==> src/design/split_pkg.sv <==
/*
 * shared definitions for the alignment stream splitter
 * stream and lane widths, word types, the job state enum and the
 * read-only APB register map
 */
package split_pkg;

    ////////////////////////////////////////
    // stream geometry
    ////////////////////////////////////////

    // input stream and lane 2 width
    localparam int stream_w      = 128;
    // one base on the input stream takes a full byte
    localparam int stream_base_w = 8;
    // one base on lane 1 is packed to two bits
    localparam int int_base_w    = 2;
    // bases carried by one input word
    localparam int bases_per_tx  = 16;
    // lane 1 width, sixteen packed bases
    localparam int int_stream_w  = 32;
    // length field in the low bits of a query or target header
    localparam int len_w         = 12;
    // parameter words at the end of each job, sent to lane 2 only
    localparam int num_extra_tx  = 6;

    typedef logic [stream_w-1:0]     stream_word_t;
    typedef logic [int_stream_w-1:0] lane1_word_t;
    // also wide enough for the transfer countdown (at most 129 per sequence)
    typedef logic [len_w-1:0]        seq_len_t;
    typedef logic [31:0]             reg_word_t;

    // job phases, the query first, then the target, then the parameter words
    typedef enum logic [2:0] {
        info_q,
        header_q,
        data_q,
        info_t,
        header_t,
        data_t,
        load_extra,
        extra
    } split_state_t;

    ////////////////////////////////////////
    // APB register map
    ////////////////////////////////////////

    localparam reg_word_t split_version = 32'h0000_0002;

    // byte addresses of the readable registers
    localparam logic [7:0] reg_addr_version    = 8'h00;
    localparam logic [7:0] reg_addr_in_count   = 8'h10;
    localparam logic [7:0] reg_addr_out1_count = 8'h20;
    localparam logic [7:0] reg_addr_out2_count = 8'h30;

endpackage

==> src/design/split_lane_if.sv <==
`timescale 1ns/1ps

/*
 * control bundle between the job sequencer and the two output lane
 * registers: load strobes, the lane 1 packing select and the lane space flags
 */
interface split_lane_if import split_pkg::*; ();

    // load strobes, one pulse per accepted input word
    logic load_1;
    logic load_2;

    // high while base words pass, lane 1 then packs instead of truncating
    logic convert;

    // a lane register can take a word when it is empty or drains this cycle
    logic can_load_1;
    logic can_load_2;

    // the sequencer decides what gets loaded and where
    modport seq (
        output load_1,
        output load_2,
        output convert,
        input  can_load_1,
        input  can_load_2
    );

    // the lane registers report back whether they have room
    modport lanes (
        input  load_1,
        input  load_2,
        input  convert,
        output can_load_1,
        output can_load_2
    );

endinterface

==> src/design/split_sequencer.sv <==
`timescale 1ns/1ps

/*
 * job sequencer for the alignment stream splitter
 * walks the query, target and parameter phases of each job, keeps the
 * remaining transfer count and raises input ready from the lane flags
 */
module split_sequencer import split_pkg::*; (
    input  logic         clk,
    input  logic         rst,
    input  logic         in_valid,
    input  stream_word_t in_data,
    output logic         in_rdy,
    split_lane_if.seq    lane
);

    split_state_t state;
    split_state_t next_state;

    // words left in the current phase, header included
    seq_len_t tx_remaining;

    // length field of the word waiting at the input
    seq_len_t in_len;
    // set when the length does not fill the last base word
    logic     len_partial;
    // header plus the base words it announces
    seq_len_t job_words;

    logic accept;
    logic last_tx;

    ////////////////////////////////////////
    // transfer count
    ////////////////////////////////////////

    // query and target headers keep the length in the same low field
    assign in_len      = in_data[len_w-1:0];
    assign len_partial = |in_len[$clog2(bases_per_tx)-1:0];

    // one header word plus ceil(length / 16) base words
    assign job_words = (in_len >> $clog2(bases_per_tx))
                     + seq_len_t'(len_partial)
                     + seq_len_t'(1);

    assign accept  = in_valid && in_rdy;
    assign last_tx = (tx_remaining == seq_len_t'(1));

    always_ff @(posedge clk) begin
        if (rst) begin
            tx_remaining <= '0;
        end else if (state == load_extra) begin
            tx_remaining <= seq_len_t'(num_extra_tx);
        end else if ((state == info_q || state == info_t) && in_valid) begin
            // peek at the header without taking it, it is accepted next state
            tx_remaining <= job_words;
        end else if (accept) begin
            tx_remaining <= tx_remaining - seq_len_t'(1);
        end
    end

    ////////////////////////////////////////
    // job FSM
    ////////////////////////////////////////

    always_ff @(posedge clk) begin
        if (rst) begin
            state <= info_q;
        end else begin
            state <= next_state;
        end
    end

    // headers and bases need room on both lanes, parameter words only on lane 2
    always_comb begin
        case (state)
            header_q, data_q, header_t, data_t: begin
                in_rdy = lane.can_load_1 && lane.can_load_2;
            end
            extra: begin
                in_rdy = lane.can_load_2;
            end
            default: begin
                // info and load_extra are bookkeeping cycles
                in_rdy = 1'b0;
            end
        endcase
    end

    always_comb begin
        next_state = state;
        case (state)
            info_q: begin
                if (in_valid) begin
                    next_state = header_q;
                end
            end
            header_q: begin
                if (accept) begin
                    next_state = data_q;
                end
            end
            data_q: begin
                if (accept && last_tx) begin
                    next_state = info_t;
                end
            end
            info_t: begin
                if (in_valid) begin
                    next_state = header_t;
                end
            end
            header_t: begin
                if (accept) begin
                    next_state = data_t;
                end
            end
            data_t: begin
                if (accept && last_tx) begin
                    next_state = load_extra;
                end
            end
            load_extra: begin
                next_state = extra;
            end
            extra: begin
                if (accept && last_tx) begin
                    next_state = info_q;
                end
            end
            default: begin
                next_state = info_q;
            end
        endcase
    end

    // ready is low outside header, data and extra, so accept implies one of them
    assign lane.load_1  = accept && (state != extra);
    assign lane.load_2  = accept;
    assign lane.convert = (state == data_q) || (state == data_t);

endmodule

==> src/design/split_out_regs.sv <==
`timescale 1ns/1ps

/*
 * output registers of the two lanes
 * lane 1 gets truncated headers and packed 2-bit bases, lane 2 gets every
 * input word unchanged
 */
module split_out_regs import split_pkg::*; (
    input  logic         clk,
    input  logic         rst,
    input  stream_word_t in_data,
    split_lane_if.lanes  lane,
    input  logic         out1_rdy,
    input  logic         out2_rdy,
    output logic         out1_valid,
    output logic         out2_valid,
    output lane1_word_t  out1_data,
    output stream_word_t out2_data
);

    lane1_word_t packed_bases;
    lane1_word_t lane1_next;

    ////////////////////////////////////////
    // lane 1 data path
    ////////////////////////////////////////

    // base i sits in input byte i, only its two low bits carry the code
    always_comb begin
        packed_bases = '0;
        for (int i = 0; i < bases_per_tx; i++) begin
            packed_bases[i*int_base_w +: int_base_w] =
                in_data[i*stream_base_w +: int_base_w];
        end
    end

    // headers keep only their low word, which holds the length field
    assign lane1_next = lane.convert ? packed_bases : in_data[int_stream_w-1:0];

    // room when empty, or when the word held now leaves on this edge
    assign lane.can_load_1 = !out1_valid || out1_rdy;
    assign lane.can_load_2 = !out2_valid || out2_rdy;

    ////////////////////////////////////////
    // lane registers
    ////////////////////////////////////////

    // a reload on the accept edge keeps the register full
    always_ff @(posedge clk) begin
        if (rst) begin
            out1_valid <= 1'b0;
        end else if (lane.load_1) begin
            out1_valid <= 1'b1;
        end else if (out1_valid && out1_rdy) begin
            out1_valid <= 1'b0;
        end
    end

    always_ff @(posedge clk) begin
        if (lane.load_1) begin
            out1_data <= lane1_next;
        end
    end

    always_ff @(posedge clk) begin
        if (rst) begin
            out2_valid <= 1'b0;
        end else if (lane.load_2) begin
            out2_valid <= 1'b1;
        end else if (out2_valid && out2_rdy) begin
            out2_valid <= 1'b0;
        end
    end

    // parameter words share this path, lane 2 never changes the data
    always_ff @(posedge clk) begin
        if (lane.load_2) begin
            out2_data <= in_data;
        end
    end

endmodule

==> src/design/split_stats.sv <==
`timescale 1ns/1ps

/*
 * transfer counters and read-only APB register file
 * counts completed transfers on the input and both lanes
 */
module split_stats import split_pkg::*; (
    input  logic       clk,
    input  logic       rst,
    input  logic       in_valid,
    input  logic       in_rdy,
    input  logic       out1_valid,
    input  logic       out1_rdy,
    input  logic       out2_valid,
    input  logic       out2_rdy,
    input  logic       psel,
    input  logic       penable,
    input  logic       pwrite,
    input  logic [7:0] paddr,
    output reg_word_t  prdata,
    output logic       pready
);

    reg_word_t in_count;
    reg_word_t out1_count;
    reg_word_t out2_count;

    // register selected by the current address
    reg_word_t read_word;
    logic      read_access;

    ////////////////////////////////////////
    // transfer counters
    ////////////////////////////////////////

    // each counter steps on the same edge as the transfer it counts
    always_ff @(posedge clk) begin
        if (rst) begin
            in_count   <= '0;
            out1_count <= '0;
            out2_count <= '0;
        end else begin
            if (in_valid && in_rdy) begin
                in_count <= in_count + reg_word_t'(1);
            end
            if (out1_valid && out1_rdy) begin
                out1_count <= out1_count + reg_word_t'(1);
            end
            if (out2_valid && out2_rdy) begin
                out2_count <= out2_count + reg_word_t'(1);
            end
        end
    end

    ////////////////////////////////////////
    // APB read port
    ////////////////////////////////////////

    always_comb begin
        case (paddr)
            reg_addr_version:    read_word = split_version;
            reg_addr_in_count:   read_word = in_count;
            reg_addr_out1_count: read_word = out1_count;
            reg_addr_out2_count: read_word = out2_count;
            // holes in the map read as zero
            default:             read_word = '0;
        endcase
    end

    // data shows in the access phase, counts as of the previous edge
    assign read_access = psel && penable && !pwrite;
    assign prdata      = read_access ? read_word : '0;

    // no wait states, writes finish at once and change nothing
    assign pready = 1'b1;

endmodule

==> src/design/split_stream_top.sv <==
`timescale 1ns/1ps

/*
 * alignment stream splitter top level
 * one 128-bit job stream in, a packed lane 1 and a full-width lane 2 out,
 * transfer counters on an APB slave
 */
module split_stream_top import split_pkg::*; (
    input  logic         clk,
    input  logic         rst,

    // job stream
    input  logic         in_valid,
    output logic         in_rdy,
    input  stream_word_t in_data,

    // lane 1, truncated headers and packed bases
    output logic         out1_valid,
    input  logic         out1_rdy,
    output lane1_word_t  out1_data,

    // lane 2, every input word including the parameter words
    output logic         out2_valid,
    input  logic         out2_rdy,
    output stream_word_t out2_data,

    // APB slave, write data is taken but nothing is writable
    input  logic         psel,
    input  logic         penable,
    input  logic         pwrite,
    input  logic [7:0]   paddr,
    input  reg_word_t    pwdata,
    output reg_word_t    prdata,
    output logic         pready
);

    // strobes and space flags between the sequencer and the lane registers
    split_lane_if lane_bus ();

    split_sequencer u_sequencer (
        .clk      (clk),
        .rst      (rst),
        .in_valid (in_valid),
        .in_data  (in_data),
        .in_rdy   (in_rdy),
        .lane     (lane_bus.seq)
    );

    split_out_regs u_out_regs (
        .clk        (clk),
        .rst        (rst),
        .in_data    (in_data),
        .lane       (lane_bus.lanes),
        .out1_rdy   (out1_rdy),
        .out2_rdy   (out2_rdy),
        .out1_valid (out1_valid),
        .out2_valid (out2_valid),
        .out1_data  (out1_data),
        .out2_data  (out2_data)
    );

    // the counters watch the handshakes at the ports themselves
    split_stats u_stats (
        .clk        (clk),
        .rst        (rst),
        .in_valid   (in_valid),
        .in_rdy     (in_rdy),
        .out1_valid (out1_valid),
        .out1_rdy   (out1_rdy),
        .out2_valid (out2_valid),
        .out2_rdy   (out2_rdy),
        .psel       (psel),
        .penable    (penable),
        .pwrite     (pwrite),
        .paddr      (paddr),
        .prdata     (prdata),
        .pready     (pready)
    );

endmodule

==> config.mk <==
export PLATFORM = sky130hd
export DESIGN_NAME = split_stream_top
export DESIGN_NICKNAME = d
export VERILOG_FILES = /design/src/design/split_pkg.sv /design/src/design/split_lane_if.sv /design/src/design/split_sequencer.sv /design/src/design/split_out_regs.sv /design/src/design/split_stats.sv /design/src/design/split_stream_top.sv
export SDC_FILE = /design/constraint.sdc
export NUM_CORES = 1
export LEC_CHECK = 0
export BUFFER_PORTS_ARGS = -buffer_cell sky130_fd_sc_hd__buf_2
export CAP_MARGIN = 20
export CORE_MARGIN = 3
export CORE_UTILIZATION = 44
export DETAILED_ROUTE_END_ITERATION = 7
export GPL_ROUTABILITY_DRIVEN = 0
export PLACE_DENSITY = 0.78
export REMOVE_ABC_BUFFERS = 1
export SLEW_MARGIN = 20
export SYNTH_ARGS = -nofsm -noshare
export SYNTH_HDL_FRONTEND = slang
export SYNTH_SLANG_ARGS = --single-unit
==> constraint.sdc <==
create_clock -name clk -period 8.3 [get_ports clk]
set_input_delay 0.83 -clock clk [delete_from_list [all_inputs] [get_ports clk]]
set_output_delay 0.83 -clock clk [all_outputs]
set_load 0.01 [all_outputs]
==> results.toml, run 1 <==
[outcome]
status = "finished clean"

[sta]
whs_ps = 474.1
max_freq_mhz = 298.9
clock_skew_ps = 10.84
slew_headroom_pct = 42.01
hold_violations = 0
slew_viol_final = 0
rsz0062_at_grt = "no"
tightest_slew_ps = 869.9
tns_ps = 0
period_needed_ps = 3345
setup_viol = 0
setup_slack_ps = 4955
post-route-period-util_pct = 40.31

[floorplanning]
rows = 58
die_h_um = 167.8
start_util_pct = 45.20
dieWidth_um = 167.8
dieArea_mm2 = 0.02814
io_pins = 372
core-area_mm2 = 0.02547

[place]
place_hpwl_um = 21940
port_buffers = 338
pre_cts_slack_ps = 4707
placed_cell_area_mm2 = 0.01350

[cts]
clk_latency_ps = 530
clockBufferDepth = 3
ctsResizeCount = 0
postCtsSetupRepairBufs = 0
cts_root_buf = "clkbuf_16"
cts_tree = "yes"
cts.reportedPaths.clkPinSlew_ps = 60
cts.sinks = 273
h-tree-depth = 1
cts_made_buffers = 29
postCtsHoldBufs = 0

[routing]
drcViolationCount = 0
wl_per_cell_um = 18.38
drtAntennaViolNets = 0
routed_via_density = 5.257
wl_um = 30480
first_pass_iters = 5
drt-initial-drc-count = 745
vias = 8716

[worst_hold_path]
min_path_type = "primary input to flop"
min_path_cells = 1

[pwr]
power_mw = 3.926
ir_worst_vdd_mv = 0.2216
power.density_mw_per_mm2 = 273.2
p_leak_nw = 5.434

[logic_synthesis]
ys_seq_elements = 273
synth_most_common_cell = "edfxtp_1"
yosys.cell_types.count = 59
syn_area_mm2 = 0.01151
ys_top_cells_by_count = "160 x edfxtp_1, 134 x nor2_1, 113 x dfxtp_1, 60 x nand2_1, 56 x mux2_2"
synth_ff_type = "edfxtp_1"
ys_top_cells_by_area = "edfxtp_1 42%, dfxtp_1 20%, mux2_2 5.5%"
synth_top_area_share_pct = 41.73
synth_top_area_cell = "edfxtp_1"
synth_edf_count = 160
async_reset_ff_share_pct = 0
avgSynthCellArea_um2 = 11.83
syn_inst = 973
yosysWarnings = 0
synth_seq_area_share_pct = 61.38

[critical_path]
endpoint = "u_out_regs.out2_data[19]"
regToRegEndpoint = "u_out_regs.out2_data[19]"
critPathCaptureType = "flop"
critPathLaunchType = "flop"
critPathMaxFanout = 74
r2r_cells = 7
rrSetupSlack_ps = 4950
worstSetupPathType = "flop to flop"
cp-startpoint = "u_sequencer.state[0]"
r2r-start = "u_sequencer.state[0]"
crit_arrival_ps = 3500
worst_ep_required_time_ps = 8450

[global_routing]
grt.overflow.total = 0
busiest_layer = "met2"
met1_usage_pct = 25.40
grt_use_met3_pct = 4.391
grt_pass1_vias = 8367
grt_max_degree = 75
grt_pass1_wl_um = 46570
grt.met2_usage_pct = 35.99
antenna_found_initial = 2
grt_usage_pct = 20.54

[cells_and_area]
finalInstanceArea_mm2 = 0.01437
area_growth_syn_to_layout_pct = 24.80
antenna_cells = 0
drive_above_1_share_pct = 34.79
fin_nets = 1494

[job]
drv_cap = 0
## routing by layer
| metal | up-vias | routed length [um] |
|---|---|---|
| met3 | 52 | 2439 |
| met4 | 4 | 930 |
| met1 | 4117 | 12100 |
| met5 | - | 36 |
| met2 | 359 | 14970 |
| li1 | 4184 | - |
## flip-flops by register name, summed over array words and instances (netlist names)
| name | cells |
|---|---|
| u_out_regs.out1_data | 32 |
| u_out_regs.out2_data | 128 |
| u_stats.in_count | 32 |
| u_out_regs.out2_valid | 1 |
| u_stats.out2_count | 32 |
| u_out_regs.out1_valid | 1 |
| u_sequencer.tx_remaining | 12 |
| u_sequencer.state | 3 |
| u_stats.out1_count | 32 |
## cell usage in the layout, fill, tap and decap left out, types with 6 or more instances in the layout
cell type    n
ha_1        12
and3_1       7
a21oi_1     29
nor4_1       6
nor3_1      18
buf_2      338
xor2_1      46
and2_1       8
nand2_1     60
nor2b_1      6
nand3_1     36
mux2_2      56
or3_1       18
and4_1      13
nand4_1     23
clkbuf_1     6
edfxtp_1   160
buf_4        7
nor2_1     134
a22oi_1     32
dfxtp_1    113
clkinv_1     7
clkbuf_16   29
inv_1       18
xnor2_1     50
o21ai_0     24
## through the flow
step	std cells	util [%]
CTS	1658	56.41
global route	1658	56.41
floorplan	930	-
detailed placement	1605	53.01
global placement	1605	53.01
finish	1658	56.41
## how the worst min path moves through the flow
stage	end	slack, ps	startpoint
after floorplan	u_stats.out2_count[25]	460	u_stats.out2_count[25]
after global placement	u_stats.out1_count[5]	480	u_stats.out1_count[5]
after detailed placement	u_stats.in_count[1]	490	u_stats.in_count[1]
after CTS	u_out_regs.out2_data[39]	450	in_data[39]
after global routing	u_out_regs.out2_data[86]	440	in_data[86]
final	u_out_regs.out2_data[77]	470	in_data[77]
## cells by family (layout without fill, tap and decap cells)
logic type | Yosys count | count (layout) | synth area share [%]
and+or+nand+nor | 359 | 359 | 15.82
DFF | 273 | 273 | 61.38
AOI/OAI and AO/OA | 111 | 111 | 6.227
xor gates and xnor gates | 96 | 96 | 7.303
buffers and inverters | 63 | 418 | 2.282
muxes | 58 | 58 | 5.651
adders and majority gates | 12 | 12 | 1.304
other | 1 | 1 | 0.03257
## power by group
group | switching (mW) | internal (mW)
Clock | 0.515 | 0.671
Combinational | 0.585 | 0.322
Sequential | 0.0832 | 1.75
## critical path, stage by stage, from the launching register on
cell     delay (ps)
dfxtp_1         340
inv_1           100
ha_1            340
nor3_1          110
a31o_4          270
or2_2           410
inv_6           510
buf_4           770
## final cells by class
| type | count | area, um2 |
|---|---|---|
| Timing Repair Buffer | 345 | 1744 |
| Tap cell | 330 | 412.9 |
| Fill cell | 2127 | 11100 |
| Multi-Input combinational cell | 637 | 4199 |
| Inverter | 20 | 80.08 |
| Clock buffer | 35 | 748.2 |
| Sequential cell | 273 | 7067 |
| Clock inverter | 18 | 117.6 |
Power figures use the tool's default switching activity.
==> run 2: changes to the inputs <==
==> constraint.sdc (replaced) <==
create_clock -name clk -period 3.3 [get_ports clk]
set_input_delay 0.33 -clock clk [delete_from_list [all_inputs] [get_ports clk]]
set_output_delay 0.33 -clock clk [all_outputs]
set_load 0.01 [all_outputs]
==> run 2 against run 1 <==
- utilization is 5.1 points higher
- flip-flop and latch count stayed put
- critical path depth is 5 higher
- highest routed layer is now met4
- critical endpoint is now u_sequencer.tx_remaining[8]
- non-clock buffer count is 114 higher
- register-to-register slack worse by 4300 ps
- critical path type is now primary input to flop
- die area stayed put
- combinational power grew to 2.7 times the previous value
==> results.toml, run 2 (same netlist as run 1, synthesis figures left out) <==
[outcome]
status = "finished clean"

[floorplanning]
dieArea_mm2 = 0.02814
die_h_um = 167.8
rows = 58
io_pins = 372
dieWidth_um = 167.8
core-area_mm2 = 0.02547
start_util_pct = 45.20

[job]
drv_cap = 0

[pwr]
power_frac_clock_pct = 32.2
p_switching_mw = 3.165
pwr-share-seq_pct = 44.3
internal_power_mw = 7.321
p_sw_share_pct = 30.18
p_leak_nw = 5.976
pwr-share-comb_pct = 23.5
power.density_mw_per_mm2 = 669.2
ir_worst_vdd_mv = 0.6012

[critical_path]
critPathCaptureType = "flop"
crit_path_cell_trace = "dlygate4sd3_1 -> buf_2 -> or4_1 -> ha_1 -> ha_1 -> ha_1 -> and3_1 -> nand2_1 -> o2bb2ai_1 -> and3b_1 -> a41oi_1 -> o22ai_1"
critPathLaunchType = "primary input"
critPathTopFamily = "simple AND/OR/NAND/NOR gates"
r2r-start = "u_sequencer.state[0]"
path_common_cell = "ha_1"
crit_path_top_delay_cell = "or4_1"
critPathMaxFanout = 4
critPathBufInv = 2
cp-startpoint = "in_data[3]"
crit_arrival_ps = 3330
worstSetupPathType = "primary input to flop"
worst_ep_required_time_ps = 3760
max_stage_delay_ps = 580

[cells_and_area]
stdcell_count = 1776
largest_reg_flops = 128
nFillCells = 1911
multi_input_area_mm2 = 0.004199
largest_register = "u_out_regs.out2_data"
fin_nets = 1609
final_cell_mix = "338 x buf_2, 160 x edfxtp_1, 134 x nor2_1, 113 x dlygate4sd3_1, 113 x dfxtp_1"
ff_latch_area_mm2 = 0.007067
layout_commonest_cell = "buf_2"
drive_above_1_share_pct = 32.46
area_growth_syn_to_layout_pct = 36.11

[sta]
max_freq_mhz = 348.1
period_needed_ps = 2873
slew_viol_final = 0
slew_headroom_pct = 42.74
rsz0062_at_grt = "no"
setup_viol = 0
post-route-period-util_pct = 87.05
clock_skew_ps = 12.98
tightest_slew_ps = 851.1
tns_ps = 0
hold_violations = 0

[global_routing]
grt.overflow.total = 0
grt_usage_pct = 23.34
grt_max_degree = 95
grt_pass1_wl_um = 52390
antenna_found_initial = 1
grt_pass1_vias = 9365

[cts]
cts.sinks = 273
clockBufferDepth = 3
h-tree-depth = 1
clk_latency_ps = 540
cts_made_buffers = 30
cts_tree = "yes"
cts.reportedPaths.clkPinSlew_ps = 70
cts_root_buf = "clkbuf_16"

[place]
place_hpwl_um = 22210
placed_cells = 1606
port_buffers = 338

[routing]
vias = 9450
first_pass_iters = 5
drcViolationCount = 0
drtAntennaViolNets = 0
wl_per_cell_um = 19.28
drt-initial-drc-count = 848
routed_via_density = 5.321
wl_um = 34240

[worst_hold_path]
min_path_type = "primary input to flop"
hp-start = "in_data[65]"
==> run 2: changes by cell type in the layout (fill, tap and decap cells not counted) <==
cell	previous run	this run
buf_12	0	2
buf_4	7	6
bufinv_16	1	3
clkbuf_1	6	5
clkbuf_16	29	31
clkbuf_8	0	2
clkinv_1	7	5
clkinv_2	5	4
clkinv_4	1	2
clkinvlp_2	4	0
clkinvlp_4	0	5
diode_2	0	1
dlygate4sd3_1	0	113
inv_8	1	0
==> run 2: per-layer routing <==
layer	GRT usage, %	up-vias	wire [um]
li1	-	4407	-
met1	27.95	4498	13160
met2	40.50	461	16820
met3	4.580	84	2558
met4	10.92	0	1698
met5	0	-	0
==> run 2: final timing paths <==
path	endpoint	slack (ps)	cells after the start
setup / recovery	u_sequencer.tx_remaining[8]	430	12
hold / removal	u_out_regs.out2_data[65]	30	1
setup reg to reg	u_sequencer.tx_remaining[2]	650	10
hold reg to reg	u_stats.out2_count[28]	500	2
==> run 2: final cells by class <==
class                   instances  area share [%]
clock inverters                18           1.150
well taps                     330           2.635
repair buffers                459           18.55
inverters                      20          0.5110
clock buffers                  38           5.245
multi-input cells             637           26.79
diodes                          1         0.01597
flip-flops and latches        273           45.09
==> run 2: power groups by stage <==
stage / Combinational [mW] / Clock, mW / Sequential, mW
global placement: 2.29 / 0 / 4.66
CTS: 2.45 / 3.42 / 4.62
detailed placement: 2.33 / 0 / 4.69
finish: 2.47 / 3.37 / 4.65
global route: 2.64 / 3.58 / 4.69
floorplan: 0.975 / 0 / 5.00
==> run 2: worst reg2reg max path: cells and delay by family, from the launching register on <==
family / cells / cell delay, ps
and+or+nand+nor: 3 / 680
buffers and inverters: 3 / 560
DFF: 1 / 350
AOI/OAI and AO/OA: 2 / 480
xor gates and xnor gates: 1 / 160
adders and majority gates: 1 / 330
==> run 2: repair_timing <==
item                                   CTS  global route
setup buffers                            0             0
endpoints found under the hold margin  114             1
hold buffers                           112             1
resized for setup                        0             0
==> run 2: per-stage QoR <==
stage	setup WS, ps	power, mW	utilization [%]	hold slack (ps)	area (um2)
floorplan	-2105	5.980	-	399.1	11330
finish	427.4	10.49	61.52	26.70	15670
global route	336.4	10.91	61.52	9.594	15670
global placement	585.0	6.949	53.14	475.9	13540
detailed placement	492.5	7.022	53.14	488.4	13540
CTS	493.8	10.50	61.47	1.673	15660
